<file path="config.mk">
export PLATFORM = sky130hd
export DESIGN_NAME = decode_stage
export DESIGN_NICKNAME = d
export VERILOG_FILES = /design/src/verilog/decode_pkg.sv /design/src/verilog/decode_stage.sv /design/src/verilog/branch_resolve.sv /design/src/verilog/hazard_detect.sv /design/src/verilog/register_file.sv /design/src/verilog/control_decoder.sv
export VERILOG_INCLUDE_DIRS = /design/src /design/src/verilog
export SDC_FILE = /design/constraint.sdc
export NUM_CORES = 1
export LEC_CHECK = 0
export BUFFER_PORTS_ARGS = -buffer_cell sky130_fd_sc_hd__buf_4
export CAP_MARGIN = 5
export CORE_MARGIN = 5
export CORE_UTILIZATION = 59
export DETAILED_ROUTE_END_ITERATION = 6
export HOLD_SLACK_MARGIN = 0.06
export PLACE_DENSITY = 0.85
export SYNTH_ARGS = -nofsm -noshare
export SYNTH_HDL_FRONTEND = slang
export SYNTH_SLANG_ARGS = --single-unit
</file>
<file path="constraint.sdc">
create_clock -name clk -period 5.8 [get_ports clk]
set_clock_uncertainty 0.1 [all_clocks]
set_input_delay 0.58 -clock clk [delete_from_list [all_inputs] [get_ports clk]]
set_output_delay 0.58 -clock clk [all_outputs]
set_load 0.02 [all_outputs]
</file>
<file path="src/verilog/decode_settings.svh">
`ifndef DECODE_SETTINGS_SVH
`define DECODE_SETTINGS_SVH

// data path and instruction width
`define WORD_W 16

// architectural registers r0..r7
`define REG_COUNT 8

// bits needed to name one register
`define REG_SEL_W 3

`endif
</file>
<file path="src/verilog/decode_pkg.sv">
`include "decode_settings.svh"

package decode_pkg;

    // major opcodes, instr[15:11]
    typedef enum logic [4:0] {
        HALT  = 5'b00000,
        NOP   = 5'b00001,
        J     = 5'b00100,
        JR    = 5'b00101,
        JAL   = 5'b00110,
        JALR  = 5'b00111,
        ADDI  = 5'b01000,
        SUBI  = 5'b01001,
        XORI  = 5'b01010,
        ANDNI = 5'b01011,
        BEQZ  = 5'b01100,
        BNEZ  = 5'b01101,
        BLTZ  = 5'b01110,
        BGEZ  = 5'b01111,
        ST    = 5'b10000,
        LD    = 5'b10001,
        LBI   = 5'b11000,
        RTYPE = 5'b11011
    } opcode_e;

    // same order as the low opcode bits and the rtype function field
    typedef enum logic [1:0] {
        ADD  = 2'b00,
        SUB  = 2'b01,
        XOR  = 2'b10,
        ANDN = 2'b11
    } alu_op_e;

    // write-back source select
    typedef enum logic [1:0] {
        ALU         = 2'b00,
        MEM         = 2'b01,
        PC_PLUS_TWO = 2'b10,
        IMM         = 2'b11
    } reg_src_e;

    typedef struct packed {
        logic                  reg_write_en;
        logic                  mem_en;
        logic                  mem_wr;
        logic                  alu_src_imm;
        alu_op_e               alu_op;
        reg_src_e              reg_src;
        logic [`REG_SEL_W-1:0] dst_reg;
        logic                  halt;
    } ctrl_t;

endpackage

</file>
<file path="src/verilog/decode_stage.sv">
`timescale 1ns/1ps
`include "decode_settings.svh"

module decode_stage
    import decode_pkg::*;
(
    input  logic                  clk,
    input  logic                  reset,
    // from if/id
    input  logic [`WORD_W-1:0]    instr,
    input  logic [`WORD_W-1:0]    pc,
    input  logic [`WORD_W-1:0]    pc_plus_two,
    // from id/ex
    input  logic                  idex_mem_en,
    input  logic                  idex_mem_wr,
    input  logic                  idex_reg_write,
    input  logic [`REG_SEL_W-1:0] idex_dst_reg,
    // from write-back
    input  logic                  wb_write_en,
    input  logic [`REG_SEL_W-1:0] wb_dst_reg,
    input  logic [`WORD_W-1:0]    wb_data,
    output ctrl_t                 ctrl,
    output logic [`WORD_W-1:0]    read1_data,
    output logic [`WORD_W-1:0]    read2_data,
    output logic [`WORD_W-1:0]    imm_ext,
    output logic [`WORD_W-1:0]    next_pc,
    output logic                  if_flush,
    output logic                  pc_write_en,
    output logic                  ifid_write_en
);

    logic [`REG_SEL_W-1:0] rs;
    logic [`REG_SEL_W-1:0] rt;
    ctrl_t                 normal_ctrl;
    logic                  uses_rs;
    logic                  uses_rt;
    logic                  sign_ext;
    logic                  is_branch;
    logic                  is_jump;
    logic                  is_jump_reg;
    logic                  stall;

    assign rs = instr[10:8];
    assign rt = instr[7:5];

    control_decoder u_control_decoder (
        .instr(instr), .normal_ctrl(normal_ctrl), .uses_rs(uses_rs), .uses_rt(uses_rt),
        .sign_ext(sign_ext), .is_branch(is_branch), .is_jump(is_jump),
        .is_jump_reg(is_jump_reg)
    );

    register_file u_register_file (
        .clk(clk), .reset(reset), .read1_sel(rs), .read2_sel(rt),
        .write_sel(wb_dst_reg), .write_en(wb_write_en), .write_data(wb_data),
        .read1_data(read1_data), .read2_data(read2_data)
    );

    hazard_detect u_hazard_detect (
        .rs(rs), .rt(rt), .uses_rs(uses_rs), .uses_rt(uses_rt), .is_branch(is_branch),
        .is_jump_reg(is_jump_reg), .idex_mem_en(idex_mem_en), .idex_mem_wr(idex_mem_wr),
        .idex_reg_write(idex_reg_write), .idex_dst_reg(idex_dst_reg), .stall(stall)
    );

    branch_resolve u_branch_resolve (
        .instr(instr), .pc(pc), .pc_plus_two(pc_plus_two), .rs_data(read1_data),
        .sign_ext(sign_ext), .is_branch(is_branch), .is_jump(is_jump),
        .is_jump_reg(is_jump_reg), .stall(stall), .next_pc(next_pc), .imm_ext(imm_ext),
        .if_flush(if_flush)
    );

    // bubble into id/ex while fetch holds
    assign ctrl          = stall ? '0 : normal_ctrl;
    assign pc_write_en   = !stall;
    assign ifid_write_en = !stall;

    // a stall must keep fetch on the same pc with no flush
    a_stall_holds_fetch: assert property (
        @(posedge clk) disable iff (reset)
        stall |-> (next_pc == pc) && !if_flush
    ) else $error("stall did not hold fetch on the same pc");

endmodule

</file>
<file path="src/verilog/branch_resolve.sv">
`timescale 1ns/1ps
`include "decode_settings.svh"

module branch_resolve
    import decode_pkg::*;
(
    input  logic [`WORD_W-1:0] instr,
    input  logic [`WORD_W-1:0] pc,
    input  logic [`WORD_W-1:0] pc_plus_two,
    input  logic [`WORD_W-1:0] rs_data,
    input  logic               sign_ext,
    input  logic               is_branch,
    input  logic               is_jump,
    input  logic               is_jump_reg,
    input  logic               stall,
    output logic [`WORD_W-1:0] next_pc,
    output logic [`WORD_W-1:0] imm_ext,
    output logic               if_flush
);

    opcode_e            opcode;
    logic [`WORD_W-1:0] imm5;
    logic [`WORD_W-1:0] imm8;
    logic [`WORD_W-1:0] imm11;
    logic               sign8;
    logic               halt;
    logic               cond;
    logic               taken;
    logic [`WORD_W-1:0] branch_target;
    logic [`WORD_W-1:0] jump_target;
    logic [`WORD_W-1:0] reg_target;

    assign opcode = opcode_e'(instr[15:11]);
    assign halt   = (opcode == HALT);

    // control transfer offsets are always signed
    assign sign8 = sign_ext || is_branch || is_jump_reg;

    assign imm5  = {{(`WORD_W-5){sign_ext && instr[4]}}, instr[4:0]};
    assign imm8  = {{(`WORD_W-8){sign8 && instr[7]}}, instr[7:0]};
    assign imm11 = {{(`WORD_W-11){instr[10]}}, instr[10:0]};

    always_comb begin
        case (opcode)
            ADDI, SUBI, XORI, ANDNI, ST, LD: imm_ext = imm5;
            LBI, BEQZ, BNEZ, BLTZ, BGEZ, JR, JALR: imm_ext = imm8;
            J, JAL: imm_ext = imm11;
            default: imm_ext = '0;
        endcase
    end

    // condition on rs only, no second operand
    always_comb begin
        case (opcode)
            BEQZ: cond = (rs_data == '0);
            BNEZ: cond = (rs_data != '0);
            BLTZ: cond = rs_data[`WORD_W-1];
            BGEZ: cond = !rs_data[`WORD_W-1];
            default: cond = 1'b0;
        endcase
    end

    assign taken = is_branch && cond;

    assign branch_target = pc_plus_two + imm8;
    assign jump_target   = pc_plus_two + imm11;
    assign reg_target    = rs_data + imm8;

    always_comb begin
        if (stall || halt) begin
            next_pc = pc;
        end else if (taken) begin
            next_pc = branch_target;
        end else if (is_jump) begin
            next_pc = jump_target;
        end else if (is_jump_reg) begin
            next_pc = reg_target;
        end else begin
            next_pc = pc_plus_two;
        end

        // flush on any taken redirect, even one landing on pc_plus_two
        if_flush = !stall && !halt && (taken || is_jump || is_jump_reg);
    end

endmodule

</file>
<file path="src/verilog/hazard_detect.sv">
`timescale 1ns/1ps
`include "decode_settings.svh"

module hazard_detect (
    input  logic [`REG_SEL_W-1:0] rs,
    input  logic [`REG_SEL_W-1:0] rt,
    input  logic                  uses_rs,
    input  logic                  uses_rt,
    input  logic                  is_branch,
    input  logic                  is_jump_reg,
    input  logic                  idex_mem_en,
    input  logic                  idex_mem_wr,
    input  logic                  idex_reg_write,
    input  logic [`REG_SEL_W-1:0] idex_dst_reg,
    output logic                  stall
);

    logic idex_is_load;
    logic load_use;
    logic branch_operand;

    assign idex_is_load = idex_mem_en && !idex_mem_wr;

    always_comb begin
        // load data is not there until after mem
        load_use = idex_is_load &&
                   ((uses_rs && (idex_dst_reg == rs)) ||
                    (uses_rt && (idex_dst_reg == rt)));

        // rs is compared here in decode, so any producer in ex is too late
        branch_operand = (is_branch || is_jump_reg) &&
                         idex_reg_write && (idex_dst_reg == rs);

        stall = load_use || branch_operand;
    end

endmodule

</file>
<file path="src/verilog/register_file.sv">
`timescale 1ns/1ps
`include "decode_settings.svh"

module register_file (
    input  logic                  clk,
    input  logic                  reset,
    input  logic [`REG_SEL_W-1:0] read1_sel,
    input  logic [`REG_SEL_W-1:0] read2_sel,
    input  logic [`REG_SEL_W-1:0] write_sel,
    input  logic                  write_en,
    input  logic [`WORD_W-1:0]    write_data,
    output logic [`WORD_W-1:0]    read1_data,
    output logic [`WORD_W-1:0]    read2_data
);

    logic [`WORD_W-1:0] regs [`REG_COUNT];

    always_ff @(posedge clk) begin
        if (reset) begin
            for (int i = 0; i < `REG_COUNT; i++) begin
                regs[i] <= '0;
            end
        end else if (write_en) begin
            regs[write_sel] <= write_data;
        end
    end

    logic bypass1;
    logic bypass2;

    // write-back in the same cycle wins over the stored value
    assign bypass1 = write_en && (write_sel == read1_sel);
    assign bypass2 = write_en && (write_sel == read2_sel);

    assign read1_data = bypass1 ? write_data : regs[read1_sel];
    assign read2_data = bypass2 ? write_data : regs[read2_sel];

    // an unknown write would poison the register and its bypass reader
    a_write_data_known: assert property (
        @(posedge clk) disable iff (reset)
        write_en |-> !$isunknown(write_data)
    ) else $error("register write with unknown data to r%0d", write_sel);

endmodule

</file>
<file path="src/verilog/control_decoder.sv">
`timescale 1ns/1ps
`include "decode_settings.svh"

module control_decoder
    import decode_pkg::*;
(
    input  logic [`WORD_W-1:0] instr,
    output ctrl_t              normal_ctrl,
    output logic               uses_rs,
    output logic               uses_rt,
    output logic               sign_ext,
    output logic               is_branch,
    output logic               is_jump,
    output logic               is_jump_reg
);

    opcode_e               opcode;
    logic [`REG_SEL_W-1:0] rs;
    logic [`REG_SEL_W-1:0] rt;
    logic [`REG_SEL_W-1:0] rd;

    assign opcode = opcode_e'(instr[15:11]);
    assign rs     = instr[10:8];
    assign rt     = instr[7:5];
    assign rd     = instr[4:2];

    always_comb begin
        // anything not listed below falls through as a nop
        normal_ctrl = '0;
        uses_rs     = 1'b0;
        uses_rt     = 1'b0;
        sign_ext    = 1'b1;
        is_branch   = 1'b0;
        is_jump     = 1'b0;
        is_jump_reg = 1'b0;

        case (opcode)
            HALT: begin
                normal_ctrl.halt = 1'b1;
            end
            ADDI, SUBI, XORI, ANDNI: begin
                // low two opcode bits line up with alu_op_e
                normal_ctrl.reg_write_en = 1'b1;
                normal_ctrl.alu_src_imm  = 1'b1;
                normal_ctrl.alu_op       = alu_op_e'(instr[12:11]);
                normal_ctrl.reg_src      = ALU;
                normal_ctrl.dst_reg      = rt;
                uses_rs                  = 1'b1;
                // logical immediates are zero extended
                sign_ext                 = (opcode == ADDI) || (opcode == SUBI);
            end
            RTYPE: begin
                normal_ctrl.reg_write_en = 1'b1;
                normal_ctrl.alu_op       = alu_op_e'(instr[1:0]);
                normal_ctrl.reg_src      = ALU;
                normal_ctrl.dst_reg      = rd;
                uses_rs                  = 1'b1;
                uses_rt                  = 1'b1;
            end
            LD: begin
                // address is rs + imm5
                normal_ctrl.reg_write_en = 1'b1;
                normal_ctrl.mem_en       = 1'b1;
                normal_ctrl.alu_src_imm  = 1'b1;
                normal_ctrl.alu_op       = ADD;
                normal_ctrl.reg_src      = MEM;
                normal_ctrl.dst_reg      = rt;
                uses_rs                  = 1'b1;
            end
            ST: begin
                // rt carries the store data
                normal_ctrl.mem_en      = 1'b1;
                normal_ctrl.mem_wr      = 1'b1;
                normal_ctrl.alu_src_imm = 1'b1;
                normal_ctrl.alu_op      = ADD;
                uses_rs                 = 1'b1;
                uses_rt                 = 1'b1;
            end
            LBI: begin
                normal_ctrl.reg_write_en = 1'b1;
                normal_ctrl.reg_src      = IMM;
                normal_ctrl.dst_reg      = rs;
            end
            BEQZ, BNEZ, BLTZ, BGEZ: begin
                uses_rs   = 1'b1;
                is_branch = 1'b1;
            end
            J: begin
                is_jump = 1'b1;
            end
            JAL: begin
                // link register is r7
                normal_ctrl.reg_write_en = 1'b1;
                normal_ctrl.reg_src      = PC_PLUS_TWO;
                normal_ctrl.dst_reg      = 3'd7;
                is_jump                  = 1'b1;
            end
            JR: begin
                uses_rs     = 1'b1;
                is_jump_reg = 1'b1;
            end
            JALR: begin
                normal_ctrl.reg_write_en = 1'b1;
                normal_ctrl.reg_src      = PC_PLUS_TWO;
                normal_ctrl.dst_reg      = 3'd7;
                uses_rs                  = 1'b1;
                is_jump_reg              = 1'b1;
            end
            default: begin
                normal_ctrl = '0;
            end
        endcase
    end

endmodule

</file>
==> impl_metrics.py <==
metrics = {
    "outcome": {
        "status": "completed",
    },
    "timing": {
        "max_clock_freq_mhz": 180,
        "hold_viol_final": 0,
        "relSlewSlack_pct": 8.94,
        "tightest_slew_ns": 1.36,
        "fin_crit_sh_pct": 95.6,
        "drv_slew": 0,
        "rsz0062_at_grt": "false",
        "finalSetupViolCount": 0,
        "period_needed_ns": 5.54,
        "final.setup.tns_ns": 0,
    },
    "routing": {
        "viasPerCell": 6.82,
        "firstDrtPassIters": 6,
        "routed_wl_mm": 33.7,
        "drc": 0,
        "via_count": 9074,
        "drtIter0Drc": 1226,
        "antenna_left": 0,
        "wl_per_cell_um": 25.3,
    },
    "finish": {
        "drive_above_1_share_pct": 27.0,
        "largest_reg_flops": 128,
        "area_delta_synth_final_pct": 18.9,
        "final_nets": 1195,
        "fillers": 1155,
        "layout_top_registers": "u_register_file.regs x128",
        "final_area_mm2": 0.0121,
        "top_register": "u_register_file.regs",
    },
    "die": {
        "row_count": 48,
        "die_w_um": 141,
        "ios": 155,
        "start_util_pct": 59.3,
        "dieArea_mm2": 0.0199,
        "core_mm2": 0.0171,
        "die_h_um": 141,
    },
    "setup_path": {
        "crit_path_end_kind": "output port",
        "critPathMaxFanout": 27,
        "start_kind": "input pin",
        "crit_end": "next_pc[14]",
        "path_class": "in -> out",
        "crit_arrival_ns": 4.86,
        "startpoint": "instr[9]",
        "required_ns": 5.12,
    },
    "placement": {
        "dpl.hpwl_mm": 22.8,
        "postPlaceCellArea_mm2": 0.0114,
        "place_congestion": 0.987,
        "port_buffers": 154,
    },
    "synth": {
        "synth_warnings": 0,
        "synth-edff-count": 128,
        "synth-seq-area-share_pct": 37.8,
        "synthArstFlopShare_pct": 0,
        "synth_cells": 974,
        "synth_ff_type": "edfxtp_1",
        "synth_nets": 1077,
        "syn_area_mm2": 0.0102,
        "ys_types": 70,
        "syn_avg_cell_area_um2": 10.4,
        "ys_ff_latch": 128,
    },
    "global_route": {
        "grt_start_max_net_pins": 34,
        "antenna_found_initial": 0,
        "gr-total-overflow": 0,
        "first_global_vias": 8844,
        "grt_pass1_wl_mm": 50.7,
        "grt_usage_pct": 33.4,
    },
    "clock_tree": {
        "clk_pin_slew_ns": 0.06,
        "cts_hold_buf": 0,
        "htreeDepth": 4,
        "cts_max_path_buffers": 2,
        "cts-buffers-inserted": 17,
        "cts_tree": "done",
        "cts_sinks": 128,
        "cts_root_buf": "clkbuf_16",
    },
    "pwr": {
        "power.leakage_nw": 4.71,
        "totalPowerFinal_mw": 3.20,
        "ir_worst_vdd_uv": 205,
        "power_density_mw_per_mm2": 265,
    },
    "hold_path": {
        "hp-class": "in -> reg",
        "hold_depth": 2,
    },
    "run": {
        "maxCapViolCount": 0,
    },
}
-- area by class of cell --
cell class	count	area (µm²)	share of cell area, %
diodes	1	2.50	0.0207
well taps	225	282	2.33
repair buffers	175	1320	10.9
clock buffers	18	429	3.55
multi-input cells	749	5910	48.9
flip-flops and latches	128	3840	31.8
clock inverters	14	213	1.76
inverters	21	78.8	0.653
-- through the flow --
stage          setup WS (ns)  util, %  hold WS, ns  instances
6_report               0.255     70.5        0.437       1331
5_1_grt               0.0620     70.5        0.444       1330
4_1_cts                0.143     70.3        0.441       1330
3_5_place_dp           0.169     66.6        0.860       1298
3_3_place_gp           0.308     66.6        0.855       1298
2_1_floorplan          0.295        -        0.678        974
-- cell usage in the layout, fill, tap and decap left out, drive strengths merged, types with 6 or more instances in the layout --
cell type	instances
mux2i	30
inv	19
mux4	62
xnor2	27
a21oi	57
nor2b	7
xor2	13
mux2	26
or2	10
ha	25
and2	114
a31oi	14
o21a	9
clkbuf	18
edfxtp	128
o21ai	37
nand2	72
o211ai	6
nand4	6
buf	175
nor3	33
clkinv	10
nand3	24
nor4	16
nand3b	6
a21o	7
a211oi	7
nand2b	9
nor2	79
-- how the worst min path moves through the flow --
stage	slack (ns)	end	start
2_1_floorplan	0.68	u_register_file.regs[0][13]	wb_data[13]
3_3_place_gp	0.86	u_register_file.regs[2][14]	wb_data[14]
3_5_place_dp	0.86	u_register_file.regs[4][14]	wb_data[14]
4_1_cts	0.44	u_register_file.regs[5][13]	wb_data[13]
5_1_grt	0.44	u_register_file.regs[5][13]	wb_data[13]
6_report	0.44	u_register_file.regs[2][13]	wb_data[13]
-- Yosys cell counts (all sizes together), types with 9 or more instances --
library cell,number,share of area (%)
mux4,62,14
mux2i,30,3.0
nand2,72,2.7
clkbuf,51,1.9
o21a,9,0.67
ha,25,3.1
nor3,33,1.6
a31oi,14,0.86
mux2,26,3.0
o21ai,37,1.8
nand3,24,1.2
a21oi,57,2.9
and2,114,7.0
or2,10,0.62
nor2,79,2.9
xor2,13,1.1
nand2b,9,0.55
edfxtp,128,38
nor4,16,1.0
xnor2,27,2.3
buf,25,1.6
inv,17,0.63
-- where the power goes --
part | switching [mW] | internal, mW | leakage, nW
clock | 0.410 | 0.762 | 0.308
combinational | 0.523 | 0.387 | 3.18
sequential | 0.0384 | 1.08 | 1.23
-- cells by family after synthesis --
kind of cell / count (synthesis) / share of synthesized area, %
and+or+nand+nor: 388 / 19.7
AOI/OAI and AO/OA: 175 / 11.0
DFF: 128 / 37.8
muxes: 118 / 20.2
buffers and inverters: 97 / 4.25
xor gates and xnor gates: 40 / 3.45
adders and majority gates: 28 / 3.57
-- timing repair --
item / in CTS / in global routing
setup buffers: 0 / 0
resized for setup: 0 / 5
setup endpoints to repair: 0 / 2
-- critical path, cell delays in order --
cell	delay, ns
buf_4	0.36
xnor2_1	0.19
nand4_1	0.24
buf_4	0.28
mux2_2	0.30
ha_1	0.23
fa_1	0.44
a21oi_1	0.17
o211ai_1	0.14
o41ai_1	0.32
buf_4	0.19
o21ai_0	0.18
a41oi_2	0.32
o21ai_0	0.13
a211oi_1	0.30
o21ai_0	0.14
a31oi_1	0.15
buf_4	0.17
-- per-layer routing --
metal	GRT usage [%]	vias up	part of all wire [%]
li1	-	3900	-
met3	9.26	153	13
met5	0	-	0
met4	16.5	0	5.3
met2	55.7	773	48
met1	39.9	4248	34
No activity file was read; power rests on OpenSTA's default activity.
